<file path="src/verilog/rv_pkg.sv">
package rv_pkg;

    localparam int xlen       = 32;
    localparam int reg_addr_w = 5;
    localparam int dmem_words = 1024;
    localparam int dmem_idx_w = $clog2(dmem_words);

    // Major opcodes
    localparam logic [6:0] op_lui    = 7'b0110111;
    localparam logic [6:0] op_auipc  = 7'b0010111;
    localparam logic [6:0] op_jal    = 7'b1101111;
    localparam logic [6:0] op_jalr   = 7'b1100111;
    localparam logic [6:0] op_branch = 7'b1100011;
    localparam logic [6:0] op_load   = 7'b0000011;
    localparam logic [6:0] op_store  = 7'b0100011;
    localparam logic [6:0] op_imm    = 7'b0010011;
    localparam logic [6:0] op_reg    = 7'b0110011;

    // Load and store sizes
    localparam logic [2:0] f3_byte   = 3'b000;
    localparam logic [2:0] f3_half   = 3'b001;
    localparam logic [2:0] f3_word   = 3'b010;
    localparam logic [2:0] f3_byte_u = 3'b100;
    localparam logic [2:0] f3_half_u = 3'b101;

    // Branch conditions
    localparam logic [2:0] f3_beq    = 3'b000;
    localparam logic [2:0] f3_bne    = 3'b001;
    localparam logic [2:0] f3_blt    = 3'b100;
    localparam logic [2:0] f3_bge    = 3'b101;
    localparam logic [2:0] f3_bltu   = 3'b110;
    localparam logic [2:0] f3_bgeu   = 3'b111;

    // Low three bits match funct3 of OP and OP-IMM, bit 3 is instruction bit 30
    localparam int alu_op_w = 4;
    localparam logic [alu_op_w-1:0] alu_add    = 4'b0000;
    localparam logic [alu_op_w-1:0] alu_sll    = 4'b0001;
    localparam logic [alu_op_w-1:0] alu_slt    = 4'b0010;
    localparam logic [alu_op_w-1:0] alu_sltu   = 4'b0011;
    localparam logic [alu_op_w-1:0] alu_xor    = 4'b0100;
    localparam logic [alu_op_w-1:0] alu_srl    = 4'b0101;
    localparam logic [alu_op_w-1:0] alu_or     = 4'b0110;
    localparam logic [alu_op_w-1:0] alu_and    = 4'b0111;
    localparam logic [alu_op_w-1:0] alu_sub    = 4'b1000;
    localparam logic [alu_op_w-1:0] alu_sra    = 4'b1101;
    localparam logic [alu_op_w-1:0] alu_pass_b = 4'b1111;

    localparam int src_a_w = 2;
    localparam logic [src_a_w-1:0] src_a_rs1  = 2'd0;
    localparam logic [src_a_w-1:0] src_a_pc   = 2'd1;
    localparam logic [src_a_w-1:0] src_a_zero = 2'd2;

    localparam int src_b_w = 1;
    localparam logic [src_b_w-1:0] src_b_rs2 = 1'b0;
    localparam logic [src_b_w-1:0] src_b_imm = 1'b1;

    localparam int wb_sel_w = 2;
    localparam logic [wb_sel_w-1:0] wb_alu  = 2'd0;
    localparam logic [wb_sel_w-1:0] wb_load = 2'd1;
    localparam logic [wb_sel_w-1:0] wb_pc4  = 2'd2;

    typedef struct packed {
        logic [6:0]            funct7;
        logic [reg_addr_w-1:0] rs2;
        logic [reg_addr_w-1:0] rs1;
        logic [2:0]            funct3;
        logic [reg_addr_w-1:0] rd;
        logic [6:0]            opcode;
    } rv_r_t;

    typedef struct packed {
        logic [11:0]           imm_11_0;
        logic [reg_addr_w-1:0] rs1;
        logic [2:0]            funct3;
        logic [reg_addr_w-1:0] rd;
        logic [6:0]            opcode;
    } rv_i_t;

    typedef struct packed {
        logic [6:0]            imm_11_5;
        logic [reg_addr_w-1:0] rs2;
        logic [reg_addr_w-1:0] rs1;
        logic [2:0]            funct3;
        logic [4:0]            imm_4_0;
        logic [6:0]            opcode;
    } rv_s_t;

    typedef struct packed {
        logic                  imm_12;
        logic [5:0]            imm_10_5;
        logic [reg_addr_w-1:0] rs2;
        logic [reg_addr_w-1:0] rs1;
        logic [2:0]            funct3;
        logic [3:0]            imm_4_1;
        logic                  imm_11;
        logic [6:0]            opcode;
    } rv_b_t;

    typedef struct packed {
        logic [19:0]           imm_31_12;
        logic [reg_addr_w-1:0] rd;
        logic [6:0]            opcode;
    } rv_u_t;

    typedef struct packed {
        logic                  imm_20;
        logic [9:0]            imm_10_1;
        logic                  imm_11;
        logic [7:0]            imm_19_12;
        logic [reg_addr_w-1:0] rd;
        logic [6:0]            opcode;
    } rv_j_t;

    typedef union packed {
        rv_r_t r;
        rv_i_t i;
        rv_s_t s;
        rv_b_t b;
        rv_u_t u;
        rv_j_t j;
    } rv_instr_u;

endpackage

</file>
<file path="src/verilog/rv_alu.sv">
module rv_alu (
    input  logic [rv_pkg::xlen-1:0]     a,
    input  logic [rv_pkg::xlen-1:0]     b,
    input  logic [rv_pkg::alu_op_w-1:0] alu_op,
    input  logic [2:0]                  funct3,
    output logic [rv_pkg::xlen-1:0]     result,
    output logic                        branch_taken
);

    logic [4:0] shamt;
    logic       eq;
    logic       lt_s;
    logic       lt_u;

    assign shamt = b[4:0];
    assign eq    = (a == b);
    assign lt_s  = ($signed(a) < $signed(b));
    assign lt_u  = (a < b);

    always_comb begin
        case (alu_op)
            rv_pkg::alu_add:    result = a + b;
            rv_pkg::alu_sub:    result = a - b;
            rv_pkg::alu_sll:    result = a << shamt;
            rv_pkg::alu_slt:    result = {{(rv_pkg::xlen-1){1'b0}}, lt_s};
            rv_pkg::alu_sltu:   result = {{(rv_pkg::xlen-1){1'b0}}, lt_u};
            rv_pkg::alu_xor:    result = a ^ b;
            rv_pkg::alu_srl:    result = a >> shamt;
            rv_pkg::alu_sra:    result = $unsigned($signed(a) >>> shamt);
            rv_pkg::alu_or:     result = a | b;
            rv_pkg::alu_and:    result = a & b;
            rv_pkg::alu_pass_b: result = b;
            default:            result = '0;
        endcase
    end

    // Only valid while the decoder flags a branch
    always_comb begin
        case (funct3)
            rv_pkg::f3_beq:  branch_taken = eq;
            rv_pkg::f3_bne:  branch_taken = !eq;
            rv_pkg::f3_blt:  branch_taken = lt_s;
            rv_pkg::f3_bge:  branch_taken = !lt_s;
            rv_pkg::f3_bltu: branch_taken = lt_u;
            rv_pkg::f3_bgeu: branch_taken = !lt_u;
            default:         branch_taken = 1'b0;
        endcase
    end

endmodule

</file>
<file path="config.mk">
export PLATFORM = sky130hd
export DESIGN_NAME = rv_alu
export DESIGN_NICKNAME = d
export VERILOG_FILES = /design/src/verilog/rv_pkg.sv /design/src/verilog/rv_alu.sv
export SDC_FILE = /design/constraint.sdc
export NUM_CORES = 1
export LEC_CHECK = 0
export ABC_AREA = 1
export BUFFER_PORTS_ARGS = -buffer_cell sky130_fd_sc_hd__buf_2
export CAP_MARGIN = 30
export CORE_ASPECT_RATIO = 1.5
export CORE_UTILIZATION = 69
export DETAILED_ROUTE_END_ITERATION = 10
export PLACE_DENSITY = 0.95
export SYNTH_ARGS = -nofsm -noshare
export SYNTH_HDL_FRONTEND = slang
export SYNTH_SLANG_ARGS = --single-unit
</file>
<file path="constraint.sdc">
create_clock -name vclk -period 6.7
set_input_delay 1.005 -clock vclk [all_inputs]
set_output_delay 1.005 -clock vclk [all_outputs]
set_load 0.03 [all_outputs]
</file>
==> run metrics, run 1 <==
status=did not finish; Stopped at=global routing; Log Error=[ERROR GRT-0116] Global routing finished with congestion. Check the congestion regions in the DRC Viewer.; vias in the first global route=15700; mux cell area share after synthesis=0; Die W=102 µm; top-count cell post-synth=nand2_1; Mapped Nets=2304; sequential area share after synthesis=0; hold_buf cts=0; Synth Area in Compound Gates=0.124; post-synth top area share=0.256; synth top area cells=nand2_1, nand3_1, ha_1; Synth cell types=43; cell taking the most area after synthesis=nand2_1; main combinational cell family by area after synthesis=simple AND/OR/NAND/NOR gates; HPWL Detailed=35900 µm; io pins=104; pin count of the biggest net entering global routing=between 70 and 80; global-route wire length before repair=80600 µm; Core Rows=54; Syn Area/Cell=4.82 µm²; Syn Inst Count=2134; I/O Buffers=104; die height=151 µm; placer congestion estimate=1.33; synthesis warning total=0; Starting Density=0.708; Commonest cells post-synth=nand2_1, nand3_1, inv_1, nor2_1, ha_1; Synth Area in Adders=0.122; dpl cell area=10600 µm²; Synth Area in XOR/XNOR=0.000852; setup bufs post-CTS=0; Post-Syn Area=about 10000 µm²; Tot GR Track Use=0.692; post-cts resize count=0; GRT overflow=27; Simple-Gate Fraction of Synth Area=0.600
## logic make-up after synthesis
group,count (synthesis)
AO/OA/AOI/OAI,218
AND/OR/NAND/NOR,1430
buffers and inverters,386
adder cells (fa/ha/maj),99
XOR/XNOR,1
## per-stage QoR
step	hold slack [ps]	utilization	setup slack, ps	instances
after floorplan	2290	-	2380	2134
after global placement	2520	0.732	1970	2348
after detailed placement	2520	0.732	1840	2348
after CTS	2530	0.732	1840	2348
## routing by layer
| layer | overflow | global-route usage |
|---|---|---|
| met2 | 17 | 0.855 |
| met3 | 0 | 0.526 |
| met4 | 10 | 0.682 |
| met5 | 0 | 0.287 |
| met1 | 0 | 0.694 |
==> inputs of run 2 (changes only) <==
Settings changed: CORE_ASPECT_RATIO 1.5 to not set, CORE_UTILIZATION 69 to 40, PLACE_DENSITY 0.95 to not set, PLACE_DENSITY_LB_ADDON set to 0.15.
==> run 2 against run 1 <==
Effect of this change: the run now ends clean; synthesized cell count is the same; area after synthesis is the same.
==> run metrics, run 2 <==
setup TNS=0 ps; Final Hold Viols=0; commonest cells after routing, fill and taps aside=nand2_1, nand3_1, inv_1, nor2_1, buf_2; CP Cell Sequence=buf_2 -> ha_1 -> inv_1 -> fa_1 -> inv_1 -> nand2_1 -> o21ai_1 -> nand2_1 -> nand2_1 -> nand2_1 -> nand2_1 -> nand2_1 -> nand2_1 -> nand2_1 -> nand3_1 -> nand3_1 -> buf_2; antenna violations before repair=0; clock buffers=0; crit-path max FO=11; post-synth top area share=0.256; nets=2332; post-route insts no fill=2490; global-route wire length before repair=80800 µm; HPWL Detailed=45700 µm; Commonest cells post-synth=nand2_1, nand3_1, inv_1, nor2_1, ha_1; vias per cell=5.87; Max Clk Rate=slightly above 0.2 GHz; WS Path Type=input port to primary output; die area=26300 µm²; total core area=25200 µm²; final-report setup violation count=0; vias in the first global route=12700; Mapped Nets=2304; GRT overflow=0; Post-Syn Area=just over 10000 µm²; cell taking the most area after synthesis=nand2_1; io pins=104; Die W=162 µm; status=finished, final reports clean; RSZ-0062 raised after global routing=false; Seq. cell area=0 µm²; fin crit period=4850 ps; synthesis warning total=0; Hold WC Path Type=input port to primary output; Worst Max-Slew Pin Slew=929 ps; peak supply drop=0.0528 mV; hold_buf cts=0; CP required=5690 ps; final WL=55400 µm; DR vias=about 15000; I/O Buffers=104; Residual DRC=0; First DRT Iteration DRCs=2105; share of post-route cells with drive strength above 1=0.0681; Pre-Repair DR Iteration Count=6; Worst setup SP type=input port; CP Capture Type=primary output; Max-Cap Viols=0; Post-Place Cells=approximately 2500; leakage power=6.18 nW; Design Power=between 0.9 and 1 mW; Max transition margin=0.379; most common cell after layout, fill and taps aside=nand2_1; pin count of the biggest net entering global routing=74; Syn Inst Count=2134; P&R area growth vs syn=5.78%; number of diodes=0; Synth cell types=43; worst path arrival time=between 3000 and 4000 ps; Max Slew Vio Count=0; Tot GR Track Use=0.411; Syn Area/Cell=approximately 4.8 µm²; synth top area cells=nand2_1, nand3_1, ha_1; sequential area share after synthesis=0; Avg WL per Cell=22.3 µm; top-count cell post-synth=nand2_1; Final ANT Viol Nets=0; die height=162 µm; critical path's slowest cell=fa_1; Starting Density=0.408; Max stage delay on crit path=440 ps; cell mode on critical path=nand2_1; period utilization=0.724; setup bufs post-CTS=0; post-cts resize count=0; Core Rows=58; PD cells=about 89 nW/µm²; placer congestion estimate=1.00; Seq Cell Count=0
run 2: where the power goes:
group	internal (mW)	total (mW)	switching, mW	leakage (nW)
Combinational	0.256	0.964	0.708	6.18
Clock	0	0	0	0
Sequential	0	0	0	0
Total	0.256	0.964	0.708	6.18
run 2: cell type report:
class,count,area [µm²]
fill,3061,14300
multi-input combinational,1748,8710
inverter,290,1090
tap,330,413
timing repair buffer,122,663
run 2: critical path: cells and delay by family:
family / cells / cell delay, ps
buffers and inverters: 4 / 630
AO/OA/AOI/OAI: 1 / 400
AND/OR/NAND/NOR: 10 / 1050
adder cells (fa/ha/maj): 2 / 760
run 2: final timing paths:
check	depth (start not counted)	slack [ps]	end	start
setup / recovery	17	1850	result[30]	b[0]
hold / removal	5	2520	branch_taken	funct3[1]
run 2: metrics by stage:
stage	hold WS [ps]	utilization	worst slack, ps	cell area [µm²]
3_3_place_gp	2500	0.431	1860	10900
4_1_cts	2520	0.432	1890	10900
6_report	2520	0.432	1850	10900
5_1_grt	2570	0.432	1690	10900
3_5_place_dp	2520	0.432	1900	10900
2_1_floorplan	2290	-	2380	10300
run 2: cell families (layout without fill, tap and decap cells):
| family | count (synthesis) | in the layout | synth area share |
|---|---|---|---|
| fa+ha+maj | 99 | 99 | 0.122 |
| xor+xnor | 1 | 1 | 0.000852 |
| buf+inv | 386 | 412 | 0.153 |
| compound gates | 218 | 218 | 0.124 |
| simple gates | 1430 | 1430 | 0.600 |
run 2: metal layers:
| metal | wire (µm) | vias to the layer above | share of wire | GRT usage |
|---|---|---|---|---|
| met3 | 5370 | 102 | 0.097 | 0.0503 |
| met1 | 23600 | 6652 | 0.43 | 0.571 |
| met5 | 0 | - | 0 | 0 |
| met2 | 24200 | 828 | 0.44 | 0.650 |
| met4 | 2220 | 0 | 0.040 | 0.139 |
| li1 | - | 7023 | - | - |
(Power assumes the default switching activity.)
