$ cat src/verilog/rv_pkg.sv
package rv_pkg;

    localparam int xlen       = 32;
    localparam int reg_addr_w = 5;
    localparam int dmem_words = 1024;
    localparam int dmem_idx_w = $clog2(dmem_words);

    // Major opcodes
    localparam logic [6:0] op_lui    = 7'b0110111;
    localparam logic [6:0] op_auipc  = 7'b0010111;
    localparam logic [6:0] op_jal    = 7'b1101111;
    localparam logic [6:0] op_jalr   = 7'b1100111;
    localparam logic [6:0] op_branch = 7'b1100011;
    localparam logic [6:0] op_load   = 7'b0000011;
    localparam logic [6:0] op_store  = 7'b0100011;
    localparam logic [6:0] op_imm    = 7'b0010011;
    localparam logic [6:0] op_reg    = 7'b0110011;

    // Load and store sizes
    localparam logic [2:0] f3_byte   = 3'b000;
    localparam logic [2:0] f3_half   = 3'b001;
    localparam logic [2:0] f3_word   = 3'b010;
    localparam logic [2:0] f3_byte_u = 3'b100;
    localparam logic [2:0] f3_half_u = 3'b101;

    // Branch conditions
    localparam logic [2:0] f3_beq    = 3'b000;
    localparam logic [2:0] f3_bne    = 3'b001;
    localparam logic [2:0] f3_blt    = 3'b100;
    localparam logic [2:0] f3_bge    = 3'b101;
    localparam logic [2:0] f3_bltu   = 3'b110;
    localparam logic [2:0] f3_bgeu   = 3'b111;

    // Low three bits match funct3 of OP and OP-IMM, bit 3 is instruction bit 30
    localparam int alu_op_w = 4;
    localparam logic [alu_op_w-1:0] alu_add    = 4'b0000;
    localparam logic [alu_op_w-1:0] alu_sll    = 4'b0001;
    localparam logic [alu_op_w-1:0] alu_slt    = 4'b0010;
    localparam logic [alu_op_w-1:0] alu_sltu   = 4'b0011;
    localparam logic [alu_op_w-1:0] alu_xor    = 4'b0100;
    localparam logic [alu_op_w-1:0] alu_srl    = 4'b0101;
    localparam logic [alu_op_w-1:0] alu_or     = 4'b0110;
    localparam logic [alu_op_w-1:0] alu_and    = 4'b0111;
    localparam logic [alu_op_w-1:0] alu_sub    = 4'b1000;
    localparam logic [alu_op_w-1:0] alu_sra    = 4'b1101;
    localparam logic [alu_op_w-1:0] alu_pass_b = 4'b1111;

    localparam int src_a_w = 2;
    localparam logic [src_a_w-1:0] src_a_rs1  = 2'd0;
    localparam logic [src_a_w-1:0] src_a_pc   = 2'd1;
    localparam logic [src_a_w-1:0] src_a_zero = 2'd2;

    localparam int src_b_w = 1;
    localparam logic [src_b_w-1:0] src_b_rs2 = 1'b0;
    localparam logic [src_b_w-1:0] src_b_imm = 1'b1;

    localparam int wb_sel_w = 2;
    localparam logic [wb_sel_w-1:0] wb_alu  = 2'd0;
    localparam logic [wb_sel_w-1:0] wb_load = 2'd1;
    localparam logic [wb_sel_w-1:0] wb_pc4  = 2'd2;

    typedef struct packed {
        logic [6:0]            funct7;
        logic [reg_addr_w-1:0] rs2;
        logic [reg_addr_w-1:0] rs1;
        logic [2:0]            funct3;
        logic [reg_addr_w-1:0] rd;
        logic [6:0]            opcode;
    } rv_r_t;

    typedef struct packed {
        logic [11:0]           imm_11_0;
        logic [reg_addr_w-1:0] rs1;
        logic [2:0]            funct3;
        logic [reg_addr_w-1:0] rd;
        logic [6:0]            opcode;
    } rv_i_t;

    typedef struct packed {
        logic [6:0]            imm_11_5;
        logic [reg_addr_w-1:0] rs2;
        logic [reg_addr_w-1:0] rs1;
        logic [2:0]            funct3;
        logic [4:0]            imm_4_0;
        logic [6:0]            opcode;
    } rv_s_t;

    typedef struct packed {
        logic                  imm_12;
        logic [5:0]            imm_10_5;
        logic [reg_addr_w-1:0] rs2;
        logic [reg_addr_w-1:0] rs1;
        logic [2:0]            funct3;
        logic [3:0]            imm_4_1;
        logic                  imm_11;
        logic [6:0]            opcode;
    } rv_b_t;

    typedef struct packed {
        logic [19:0]           imm_31_12;
        logic [reg_addr_w-1:0] rd;
        logic [6:0]            opcode;
    } rv_u_t;

    typedef struct packed {
        logic                  imm_20;
        logic [9:0]            imm_10_1;
        logic                  imm_11;
        logic [7:0]            imm_19_12;
        logic [reg_addr_w-1:0] rd;
        logic [6:0]            opcode;
    } rv_j_t;

    typedef union packed {
        rv_r_t r;
        rv_i_t i;
        rv_s_t s;
        rv_b_t b;
        rv_u_t u;
        rv_j_t j;
    } rv_instr_u;

endpackage

$ cat src/verilog/rv_decoder.sv
module rv_decoder (
    input  rv_pkg::rv_instr_u               instr,
    output logic [rv_pkg::src_a_w-1:0]      src_a_sel,
    output logic [rv_pkg::src_b_w-1:0]      src_b_sel,
    output logic [rv_pkg::wb_sel_w-1:0]     wb_sel,
    output logic [rv_pkg::alu_op_w-1:0]     alu_op,
    output logic [rv_pkg::xlen-1:0]         imm,
    output logic                            rf_we,
    output logic                            mem_read,
    output logic                            mem_write,
    output logic                            jump,
    output logic                            jalr,
    output logic                            branch,
    output logic [2:0]                      funct3
);

    logic [rv_pkg::xlen-1:0] imm_i;
    logic [rv_pkg::xlen-1:0] imm_s;
    logic [rv_pkg::xlen-1:0] imm_b;
    logic [rv_pkg::xlen-1:0] imm_u;
    logic [rv_pkg::xlen-1:0] imm_j;
    logic                    alt_op;

    assign funct3 = instr.r.funct3;

    assign imm_i = {{20{instr.i.imm_11_0[11]}}, instr.i.imm_11_0};
    assign imm_s = {{20{instr.s.imm_11_5[6]}}, instr.s.imm_11_5, instr.s.imm_4_0};
    assign imm_b = {{19{instr.b.imm_12}}, instr.b.imm_12, instr.b.imm_11,
                    instr.b.imm_10_5, instr.b.imm_4_1, 1'b0};
    assign imm_u = {instr.u.imm_31_12, 12'b0};
    assign imm_j = {{11{instr.j.imm_20}}, instr.j.imm_20, instr.j.imm_19_12,
                    instr.j.imm_11, instr.j.imm_10_1, 1'b0};

    // Bit 30 means SUB only on OP, SRA on both forms
    assign alt_op = instr.r.funct7[5] &&
                    ((instr.r.funct3 == 3'b101) ||
                     (instr.r.funct3 == 3'b000 && instr.r.opcode == rv_pkg::op_reg));

    always_comb begin
        src_a_sel = rv_pkg::src_a_rs1;
        src_b_sel = rv_pkg::src_b_rs2;
        wb_sel    = rv_pkg::wb_alu;
        alu_op    = rv_pkg::alu_add;
        imm       = '0;
        rf_we     = 1'b0;
        mem_read  = 1'b0;
        mem_write = 1'b0;
        jump      = 1'b0;
        jalr      = 1'b0;
        branch    = 1'b0;
        case (instr.r.opcode)
            rv_pkg::op_lui: begin
                src_a_sel = rv_pkg::src_a_zero;
                src_b_sel = rv_pkg::src_b_imm;
                alu_op    = rv_pkg::alu_pass_b;
                imm       = imm_u;
                rf_we     = 1'b1;
            end
            rv_pkg::op_auipc: begin
                src_a_sel = rv_pkg::src_a_pc;
                src_b_sel = rv_pkg::src_b_imm;
                imm       = imm_u;
                rf_we     = 1'b1;
            end
            rv_pkg::op_jal: begin
                wb_sel = rv_pkg::wb_pc4;
                imm    = imm_j;
                rf_we  = 1'b1;
                jump   = 1'b1;
            end
            rv_pkg::op_jalr: begin
                // ALU forms rs1 + imm as the target
                src_b_sel = rv_pkg::src_b_imm;
                wb_sel    = rv_pkg::wb_pc4;
                imm       = imm_i;
                rf_we     = 1'b1;
                jalr      = 1'b1;
            end
            rv_pkg::op_branch: begin
                alu_op = rv_pkg::alu_sub;
                imm    = imm_b;
                branch = 1'b1;
            end
            rv_pkg::op_load: begin
                src_b_sel = rv_pkg::src_b_imm;
                wb_sel    = rv_pkg::wb_load;
                imm       = imm_i;
                rf_we     = 1'b1;
                mem_read  = 1'b1;
            end
            rv_pkg::op_store: begin
                src_b_sel = rv_pkg::src_b_imm;
                imm       = imm_s;
                mem_write = 1'b1;
            end
            rv_pkg::op_imm: begin
                src_b_sel = rv_pkg::src_b_imm;
                alu_op    = {alt_op, instr.r.funct3};
                imm       = imm_i;
                rf_we     = 1'b1;
            end
            rv_pkg::op_reg: begin
                alu_op = {alt_op, instr.r.funct3};
                rf_we  = 1'b1;
            end
            default: begin
                // Unknown opcode, PC just advances
            end
        endcase
    end

    a_mem_excl: assert property (@(instr) !(mem_read && mem_write));

endmodule

$ cat config.mk
export PLATFORM = sky130hd
export DESIGN_NAME = rv_decoder
export DESIGN_NICKNAME = d
export VERILOG_FILES = /design/src/verilog/rv_pkg.sv /design/src/verilog/rv_decoder.sv
export SDC_FILE = /design/constraint.sdc
export NUM_CORES = 1
export LEC_CHECK = 0
export ABC_CLOCK_PERIOD_IN_PS = 1360
export BUFFER_PORTS_ARGS = -buffer_cell sky130_fd_sc_hd__buf_2
export CORE_UTILIZATION = 34
export DETAILED_ROUTE_END_ITERATION = 8
export GPL_ROUTABILITY_DRIVEN = 0
export PLACE_DENSITY = 0.86
export SLEW_MARGIN = 30
export SYNTH_ARGS = -nofsm -noshare
export SYNTH_HDL_FRONTEND = slang
export SYNTH_SLANG_ARGS = --single-unit
$ cat constraint.sdc
create_clock -name vclk -period 1.36
set_input_delay 0.068 -clock vclk [all_inputs]
set_output_delay 0.068 -clock vclk [all_outputs]
set_load 0.03 [all_outputs]
Word-level counts from Yosys, hierarchy flattened
Index checks and enable logic that the tools add are counted.
{"block": "totals", "ff_bits": 0, "inputBits": 32, "out_inout_bits": 50, "wordCells": 31}
{"block": "op_classes", "n_eq_ne": 10, "n_mux": 11, "reduce_logical": 10}
{"cell": "32-bit one-hot mux with 5 select lines", "count": 1}
{"cell": "7-bit by 6-bit equality test with 1-bit output (second input constant)", "count": 3}
{"cell": "7-bit equality test (second input constant)", "count": 3}
{"cell": "7-bit by 5-bit equality test with 1-bit output (second input constant)", "count": 2}
{"cell": "4-bit one-hot mux with 3 select lines", "count": 1}
{"cell": "2-bit one-hot mux with 2 select lines", "count": 2}
{"cell": "7-bit by 2-bit equality test with 1-bit output (second input constant)", "count": 1}
{"cell": "1-bit two-way mux", "count": 7}
{"cell": "7-bit OR reduction", "count": 1}
{"cell": "2-bit OR reduction", "count": 3}
{"cell": "6-bit OR reduction", "count": 1}
{"cell": "3-bit equality test (second input constant)", "count": 1}
{"cell": "3-bit logical NOT", "count": 1}
{"cell": "3-bit OR reduction", "count": 1}
{"cell": "1-bit logical AND", "count": 2}
{"cell": "1-bit logical OR", "count": 1}

Logic depth before layout (Yosys ltp)
Gate-level depths: netlist of the first run.
{"block": "logic_depth", "ltp_word": 5, "ltp_mapped": 6, "ltp_nobuf": 4}

Least setup slack after synthesis of the first run
No wires, ideal clock.
{"block": "synth_timing", "path_type": "input to output", "startpoint": "input instr[3] in the netlist's numbering", "endpoint": "output imm[11] in the netlist's numbering", "arrival_time_ps": 1972, "required_ps": 1292, "path_slack_ps": -680, "cell_stages": 3, "n_path_buf": 0, "path_cell_list": "nand3b_2 nor4_1 a221o_1"}
{"block": "synth_between", "elab_chain_len": 3, "elab_cells_between_ends": 11, "classes_between": "eq/ne: 8; mux: 1; reduce/logical: 2"}
{"item": "start, declared", "line": "rv_decoder.sv:2", "source": "input rv_pkg::rv_instr_u instr,"}
{"item": "7-bit equality test (tied with other cells)", "line": "rv_decoder.sv:51", "source": "case (instr.r.opcode)"}
{"item": "3-bit OR reduction (no source line) / 2-bit OR reduction (equally long branches)"}
{"item": "32-bit one-hot mux with 5 select lines *", "line": "rv_decoder.sv:51"}
{"item": "end, declared", "line": "rv_decoder.sv:7", "source": "output logic [rv_pkg::xlen-1:0] imm,"}
Every way passes the cells marked *; elsewhere a longest branch is shown, timed or not.

Worst setup path in the final report of the first run
{"block": "layout_timing", "startpoint": "input instr[5] in the netlist's numbering", "endpoint": "output imm[2] in the netlist's numbering"}
The elaborated chain is that of the path after synthesis.

==> qor.csv, run 1 <==
metric;value;unit
Final Util;71.2;%
multiplexer share of the synthesized area;0;%
GRT Total Usage;21.6;%
I/O Pins;82;
outcome;completed;
Final #Nets;227;
area grow syn2layout;90.8;%
Max-Cap Viols;0;
Hold Buf Count CTS;0;
Max Slew Vio Count;0;
PortBufs;82;
nature of the critical path endpoint;output port;
Setup-failing EPs final;0;
FF+latch area;0;um2
gr ovfl total;0;
synth unique cells;34;
P_int;114;uW
CP Launch Type;primary input;
static leakage;0.000825;uW
via/cell ratio;5.16;
most used cell, CP;buf_6;
sequential area share after synthesis;0;%
full die area;2140;um2
NetSw;171;uW
Post-Synthesis Cell Area;666;um2
Compound-Gate Fraction of Synth Area;34.2;%
Slew @ Worst Pin;0.311;ns
Syn. warnings;0;
Via Count;1125;
maximum vdd drop;0.000124;V
die height;46.2;um
vias in the first global route;893;
Chip Width;46.2;um
Multi-input gate area;686;um2
count of flip-flops and latches;0;
Relative slew margins;79.2;%
Synthesized Nets;139;
WL/cell;12.1;um
CP required;1.29;ns
Antenna diodes;0;
largest net degree at the start of global routing;12;
worst path cell trace;buf_6 > or3_4 > o22ai_4 > buf_6 > a22o_1 > buf_4;
slowest CP cell;or3_4;
Cell Area, Placed;1200;um2
Syn Inst Count;107;
crit path DAT;1.28;ns
max frequency;0.743;GHz
sequential power share;0;%
Layout Cells excl Fill;218;
post-route cell area;1270;um2
main combinational cell family by area after synthesis;simple AND/OR/NAND/NOR gates;
Clock Power Share;0;%
logic gate share of total power;100.0;%
Tcrit/Tclk final;99.0;%
starting density of the core;37.3;%
largest area contributor in the netlist;nand2_1;
drc violations;0;
Post-DRT Antenna Nets;0;
Synth Area in XOR/XNOR;0;%
CP Max Fanout;4;
# fillers;156;
Setup crit start;instr[5];
Core ar.;1780;um2
Net Sw Frac;60.0;%
CLK BUF;0;
CP peak stage delay;0.40;ns
routed wire length;2650;um
Pwr Density;224;nW/um2
share of layout cells above drive strength 1;62.2;%
Synth area leaders;nand2_1 17%, a21o_1 10%, a22o_1 6.6%, a21oi_1 6.0%, nor2b_1 5.6%;
buffer count from post-CTS setup fixing;0;
Synth Area in Simple Gates;55.5;%
Adder-Cell Fraction of Synth Area;0;%
Final Hold Fails;0;
first-pass GRT wire length;3570;um
share of Yosys cell area claimed by the top area cell type;17.5;%
standard-cell rows;15;
Cells after DPL;218;
clock period minus worst slack;1.35;ns
RSZ-0062 raised after global routing;yes;
DRT Pass-1 Iters;4;
HP Start;instr[14];
critical path class;in -> out;
initial DRC count;32;
HP Class;in -> out;
Post-Syn Area per Cell;6.22;um2
initial antenna violation count;0;
dpl hpwl;2190;um
## final cells by class
type | count | share of cell area [%]
Multi-Input combinational cell | 97 | 54.0
Timing Repair Buffer | 95 | 43.3
Tap cell | 25 | 2.46
Inverter | 1 | 0.296
## routing by layer
layer	track usage, %	routed length, um	up-vias
li1	-	-	544
met1	22.6	1010	498
met2	46.8	1370	77
met3	0.392	210	6
met4	2.94	53	0
met5	0	0	-
## cell usage in the layout (no fill, tap or decap), drive strengths merged, types with 2 or more instances in the layout
cell	count
buf	92
nand2	32
nor2	10
a21o	9
a21oi	8
nor2b	7
a22o	5
nand2b	4
clkbuf	3
o21ai	3
nand3	2
nor3	2
nor4	2
## cells by family after synthesis
family,after synthesis
buffers and inverters,10
AOI/OAI and AO/OA,30
and+or+nand+nor,67
## stage by stage
step                      setup TNS (ns)  hold WS, ns  power (uW)  setup WS, ns
after floorplan                   -0.220        0.187         153        -0.220
after global placement                 0        0.436         263        0.0641
after detailed placement         -0.0442        0.433         271       -0.0133
after CTS                              0        0.435         273       0.00141
after global routing             -0.0244        0.441         303       -0.0104
final                                  0        0.435         285        0.0136
## power by group through the flow
stage	combinational, uW	clock [uW]	sequential [uW]
after floorplan	153	0	0
after global placement	263	0	0
after detailed placement	271	0	0
after CTS	273	0	0
after global routing	303	0	0
final	285	0	0
## Yosys cell counts
cell and n:
nand2_1 31, a21o_1 9, nor2_1 9, a21oi_1 8, nor2b_1 6, a22o_1 5
buf_4 4, nand2b_1 4, buf_6 2, clkbuf_1 2, nand3_1 2, nor4_1 2
o21ai_0 2, a211o_1 1, a21boi_2 1, a221o_1 1, a22oi_1 1, and2_1 1
and3_4 1, and3b_1 1, buf_2 1, inv_1 1, nand2_2 1, nand3b_2 1
nand4b_4 1, nor2_2 1, nor2b_2 1, nor3_1 1, nor3_4 1, nor3b_2 1
o21ai_2 1, o22ai_4 1, or2_1 1, or3_4 1
## path summary, 6_finish.rpt
path | endpoint | slack (ns) | cells after the start
worst min-delay path | funct3[2] | 0.43 | 2
worst max-delay path | imm[2] | 0.01 | 6
## what timing repair did
| item | in CTS | in global routing |
|---|---|---|
| endpoints found under the setup margin | 9 | 19 |
| pin swaps | 0 | 5 |
| gates resized for setup | 2 | 25 |
## critical path, delay by kind of cell
kind / cells / cell delay (ns)
buffers and inverters: 3 / 0.41
AO/OA/AOI/OAI: 2 / 0.41
AND/OR/NAND/NOR: 1 / 0.40
No activity file was read; power rests on OpenSTA's default activity.
==> run 2, diff against run 1 <==
--- a/config.mk
+++ b/config.mk
@@ -10,6 +10,7 @@
 export CORE_UTILIZATION = 34
 export DETAILED_ROUTE_END_ITERATION = 8
 export GPL_ROUTABILITY_DRIVEN = 0
+export GPL_TIMING_DRIVEN = 0
 export PLACE_DENSITY = 0.86
 export SLEW_MARGIN = 30
 export SYNTH_ARGS = -nofsm -noshare
==> run 2 against run 1 <==
  * Worst hold slack gained 0.024 ns
  * Non-clock buffer count grew 4
  * Critical path depth is the same
  * Clock-buffer cell count is the same
  * Critical path type unchanged
  * Largest cell class unchanged
==> qor.csv, run 2 (synthesis results as in run 1) <==
metric;value;unit;change
Final Util;80.8;%;was 71.2%
gr ovfl total;0;;unchanged
initial DRC count;24;;was 32
NetSw;178;uW;was 171 uW
Worst Hold Depth;4;;was 2
Min Hold Slack;0.459;ns;was 0.435 ns
Clock Power Share;0;%;about the same
PortBufs;81;;was 82
Hold Buf Count CTS;0;;unchanged
Max Slew Vio Count;0;;unchanged
area grow syn2layout;116;%;was 90.8%
Pwr Density;219;nW/um2;was 224 nW/um2
nature of the critical path endpoint;output port;;unchanged
CP peak stage delay;0.40;ns;about the same
Slew @ Worst Pin;0.431;ns;was 0.311 ns
critical path class;in -> out;;unchanged
outcome;completed;;unchanged
via/cell ratio;5.16;;about the same
most frequent cells in the layout;57 x buf_2, 21 x nand2_1, 20 x buf_4, 17 x buf_6, 9 x nand2_2;;was 70 x buf_2, 31 x nand2_1, 19 x buf_4, 8 x a21oi_1, 8 x a21o_1
WL/cell;13.3;um;was 12.1 um
Max-Cap Viols;0;;unchanged
drc violations;0;;unchanged
Via Count;1145;;was 1125
max frequency;0.746;GHz;was 0.743 GHz
Chip Width;46.2;um;unchanged
CP Launch Type;primary input;;unchanged
largest net degree at the start of global routing;11;;was 12
Setup-failing EPs final;0;;unchanged
I/O Pins;82;;unchanged
total power;315;uW;was 285 uW
share of layout cells above drive strength 1;68.0;%;was 62.2%
logic gate share of total power;100.0;%;about the same
sequential power share;0;%;about the same
most common cell after layout, fill and taps aside;buf_2;;unchanged
crit path DAT;1.27;ns;was 1.28 ns
Cell Area, Placed;1160;um2;was 1200 um2
vias in the first global route;987;;was 893
routed wire length;2950;um;was 2650 um
static leakage;0.000866;uW;was 0.000825 uW
standard-cell rows;15;;unchanged
Final #Nets;231;;was 227
starting density of the core;37.3;%;unchanged
initial antenna violation count;0;;unchanged
GRT Total Usage;24.7;%;was 21.6%
DRT Pass-1 Iters;4;;unchanged
FF+latch area;0;um2;unchanged
maximum vdd drop;0.000146;V;was 0.000124 V
CLK BUF;0;;unchanged
die height;46.2;um;unchanged
slowest CP cell;or3_4;;unchanged
dpl hpwl;2010;um;was 2190 um
Relative slew margins;71.3;%;was 79.2%
HP Class;in -> out;;unchanged
P_int;137;uW;was 114 uW
CP Max Fanout;4;;unchanged
Net Sw Frac;56.5;%;was 60.0%
Core ar.;1780;um2;unchanged
first-pass GRT wire length;4040;um;was 3570 um
Antenna diodes;0;;unchanged
post-route cell area;1440;um2;was 1270 um2
clock period minus worst slack;1.34;ns;was 1.35 ns
CP required;1.29;ns;about the same
Post-DRT Antenna Nets;0;;unchanged
Final Hold Fails;0;;unchanged
count of flip-flops and latches;0;;unchanged
Tcrit/Tclk final;98.6;%;was 99.0%
full die area;2140;um2;unchanged
worst path cell trace;buf_12 > or3_4 > o22ai_4 > buf_6 > a22o_1 > buf_4;;was buf_6 > or3_4 > o22ai_4 > buf_6 > a22o_1 > buf_4
## run 2: changes by cell type in the layout (fill, tap and decap cells not counted), moves of 2 or more
cell,delta
buf_6,+14
buf_2,-13
nand2_1,-10
nand2_2,+8
buf_12,+2
clkbuf_4,-2
nand2_4,+2
## run 2: layout make-up
type | count | area [um2]
tap | 25 | 31.3
inverter | 1 | 3.75
fill | 123 | 343
multi-input combinational | 97 | 722
timing repair buffer | 91 | 613
buffer | 8 | 70.1
## run 2: routing by layer
metal	global-route usage (%)	share of wire, %	wire [um]
met5	0	0	0
met1	27.0	40	1190
met4	4.12	1.7	50
met3	1.96	6.7	197
met2	50.4	51	1520
## run 2: power by group through the flow
stage	combinational, uW	clock, uW	sequential [uW]
3_3_place_gp	252	0	0
5_1_grt	334	0	0
2_1_floorplan	153	0	0
4_1_cts	294	0	0
6_report	315	0	0
3_5_place_dp	258	0	0
## run 2: repair_timing
action                                  CTS  global route
hold endpoints to repair                  0             0
cloned                                    1             0
endpoints found under the setup margin   27            28
pin swaps                                 5             8
gates resized for setup                  55            13
setup buffers                             5             4
## run 2: metrics by stage
step / std cells / TNS (ns) / setup WS (ns)
2_1_floorplan: 107 / -0.220 / -0.220
3_3_place_gp: 213 / -2.20 / -0.125
3_5_place_dp: 213 / -2.82 / -0.155
4_1_cts: 219 / 0 / 0.000445
5_1_grt: 222 / -0.0163 / -0.00627
6_report: 222 / 0 / 0.0195
## run 2: worst paths after layout
kind | from | endpoint | slack, ns
max | instr[5] | imm[1] | 0.02
min | instr[23] | imm[23] | 0.46
## run 2: critical path: cells and delay by family
| kind | cells | cell delay [ns] |
|---|---|---|
| compound gates | 2 | 0.38 |
| buf+inv | 3 | 0.41 |
| simple gates | 1 | 0.40 |
==> run 3, diff against run 2 <==
--- a/config.mk
+++ b/config.mk
@@ -7,11 +7,13 @@
 export LEC_CHECK = 0
 export ABC_CLOCK_PERIOD_IN_PS = 1360
 export BUFFER_PORTS_ARGS = -buffer_cell sky130_fd_sc_hd__buf_2
-export CORE_UTILIZATION = 34
+export CELL_PAD_IN_SITES_DETAIL_PLACEMENT = 0
+export CELL_PAD_IN_SITES_GLOBAL_PLACEMENT = 2
+export CORE_UTILIZATION = 14
 export DETAILED_ROUTE_END_ITERATION = 8
 export GPL_ROUTABILITY_DRIVEN = 0
 export GPL_TIMING_DRIVEN = 0
-export PLACE_DENSITY = 0.86
+export PLACE_DENSITY = 0.85
 export SLEW_MARGIN = 30
 export SYNTH_ARGS = -nofsm -noshare
 export SYNTH_HDL_FRONTEND = slang
==> run 3 against run 2 <==
  * The flow now finishes with violations (DRC)
  * Critical path type unchanged
  * Critical endpoint is now imm[4]
  * Largest power group unchanged
  * Sequential cell count did not move
  * Final cell count rose by 14%
  * Design area rose by 5.6%
==> qor.csv, run 3 (synthesis results as in run 1) <==
metric;value;unit;change
count of flip-flops and latches;0;;unchanged
clock period minus worst slack;1.32;ns;was 1.34 ns
max frequency;0.759;GHz;was 0.746 GHz
CP required;1.29;ns;about the same
standard-cell rows;24;;was 15
slowest CP cell;or3_4;;unchanged
drc violations;5;;was 0
Multi-input gate area;721;um2;was 722 um2
Core ar.;4470;um2;was 1780 um2
most common cell after layout, fill and taps aside;buf_2;;unchanged
Hold Crit Endpoint;imm[25];;was imm[23]
die height;71.0;um;was 46.2 um
static leakage;0.000904;uW;was 0.000866 uW
CLK BUF;0;;unchanged
initial DRC count;49;;was 24
full die area;5030;um2;was 2140 um2
area grow syn2layout;129;%;was 116%
gr ovfl total;0;;unchanged
Final Hold Fails;0;;unchanged
nature of the critical path endpoint;output port;;unchanged
HP Start;instr[25];;was instr[23]
Antenna diodes;0;;unchanged
outcome;complete, but fails checks;;was completed
vias in the first global route;1034;;was 987
first-pass GRT wire length;4770;um;was 4040 um
worst path cell trace;buf_12 > or3_4 > o22ai_4 > buf_6 > a22o_1 > buf_4;;unchanged
Pwr Density;212;nW/um2;was 219 nW/um2
# fillers;494;;was 123
Via Count;1106;;was 1145
FF+latch area;0;um2;unchanged
starting density of the core;14.9;%;was 37.3%
setup TNS;0;ns;unchanged
Final Util;34.0;%;was 80.8%
WL/cell;12.0;um;was 13.3 um
Setup-failing EPs final;0;;unchanged
Slew @ Worst Pin;0.449;ns;was 0.431 ns
I/O Pins;82;;unchanged
HP Class;in -> out;;unchanged
WP buf/inv;3;;unchanged
share of layout cells above drive strength 1;68.3;%;was 68.0%
Worst Hold Depth;4;;unchanged
most frequent cells in the layout;58 x buf_2, 22 x nand2_1, 22 x buf_4, 20 x buf_6, 10 x nand2_2;;was 57 x buf_2, 21 x nand2_1, 20 x buf_4, 17 x buf_6, 9 x nand2_2
Tcrit/Tclk final;96.9;%;was 98.6%
PortBufs;81;;unchanged
DRT Pass-1 Iters;8;;was 4
Chip Width;71.0;um;was 46.2 um
failing checks;DRC;;
via/cell ratio;4.35;;was 5.16
CP Launch Type;primary input;;unchanged
routed wire length;3050;um;was 2950 um
maximum vdd drop;0.0000808;V;was 0.000146 V
Post-DRT Antenna Nets;0;;unchanged
CP Max Fanout;4;;unchanged
crit path DAT;1.25;ns;was 1.27 ns
RSZ-0062 raised after global routing;yes;;
critical path class;in -> out;;unchanged
Final #Nets;236;;was 231
Setup crit start;instr[5];;unchanged
Max Slew Vio Count;0;;unchanged
dpl hpwl;2340;um;was 2010 um
CP peak stage delay;0.39;ns;was 0.40 ns
Relative slew margins;70.1;%;was 71.3%
Max-Cap Viols;0;;unchanged
Min Hold Slack;0.455;ns;was 0.459 ns
top cell family by delay on the critical path;buffers and inverters;;unchanged
largest net degree at the start of global routing;11;;unchanged
GRT Total Usage;11.4;%;was 24.7%
initial antenna violation count;0;;unchanged
-- run 3: changes by cell type in the layout (fill, tap and decap cells not counted), sizes merged --
cell    change
buf         +6
clkbuf      -1
-- run 3: power by group --
part	internal (uW)	total, uW	switching (uW)
combinational	145	323	178
sequential	0	0	0
clock	0	0	0
total	145	323	178
-- run 3: stage by stage --
stage,instances,setup WS [ns],total power (uW),area (um2)
floorplan,107,-0.220,153,727
global placement,240,-0.218,262,1200
detailed placement,240,-0.223,263,1200
CTS,252,-0.0245,311,1440
global route,254,-0.0130,348,1520
finish,254,0.0421,323,1520
-- run 3: how the worst max path moves through the flow --
stage,end,slack (ns),cells after the start
6_report,imm[4],0.04,6
5_1_grt,imm[4],-0.01,6
4_1_cts,imm[30],-0.02,7
3_5_place_dp,imm[26],-0.22,7
3_3_place_gp,imm[26],-0.22,7
2_1_floorplan,imm[11],-0.22,4
-- run 3: cell type report --
| class | instances | area share (%) |
|---|---|---|
| Multi-Input combinational cell | 97 | 47.4 |
| Timing Repair Buffer | 95 | 42.8 |
| Buffer | 9 | 5.35 |
| Tap cell | 52 | 4.28 |
| Inverter | 1 | 0.247 |
-- run 3: timing repair --
item | 4_1_cts | 5_1_grt
endpoints found under the hold margin | 0 | 0
setup buffers | 11 | 2
endpoints found under the setup margin | 31 | 30
hold buffers | 0 | 0
gates cloned | 1 | 0
gates resized for setup | 50 | 24
pin swaps | 6 | 7
-- run 3: layer usage --
metal	vias up	global-route usage (%)	routed length, um
met4	0	0.667	22
met3	2	1.14	206
met2	49	18.5	1380
met1	493	17.0	1440
met5	-	0	0
li1	562	-	-
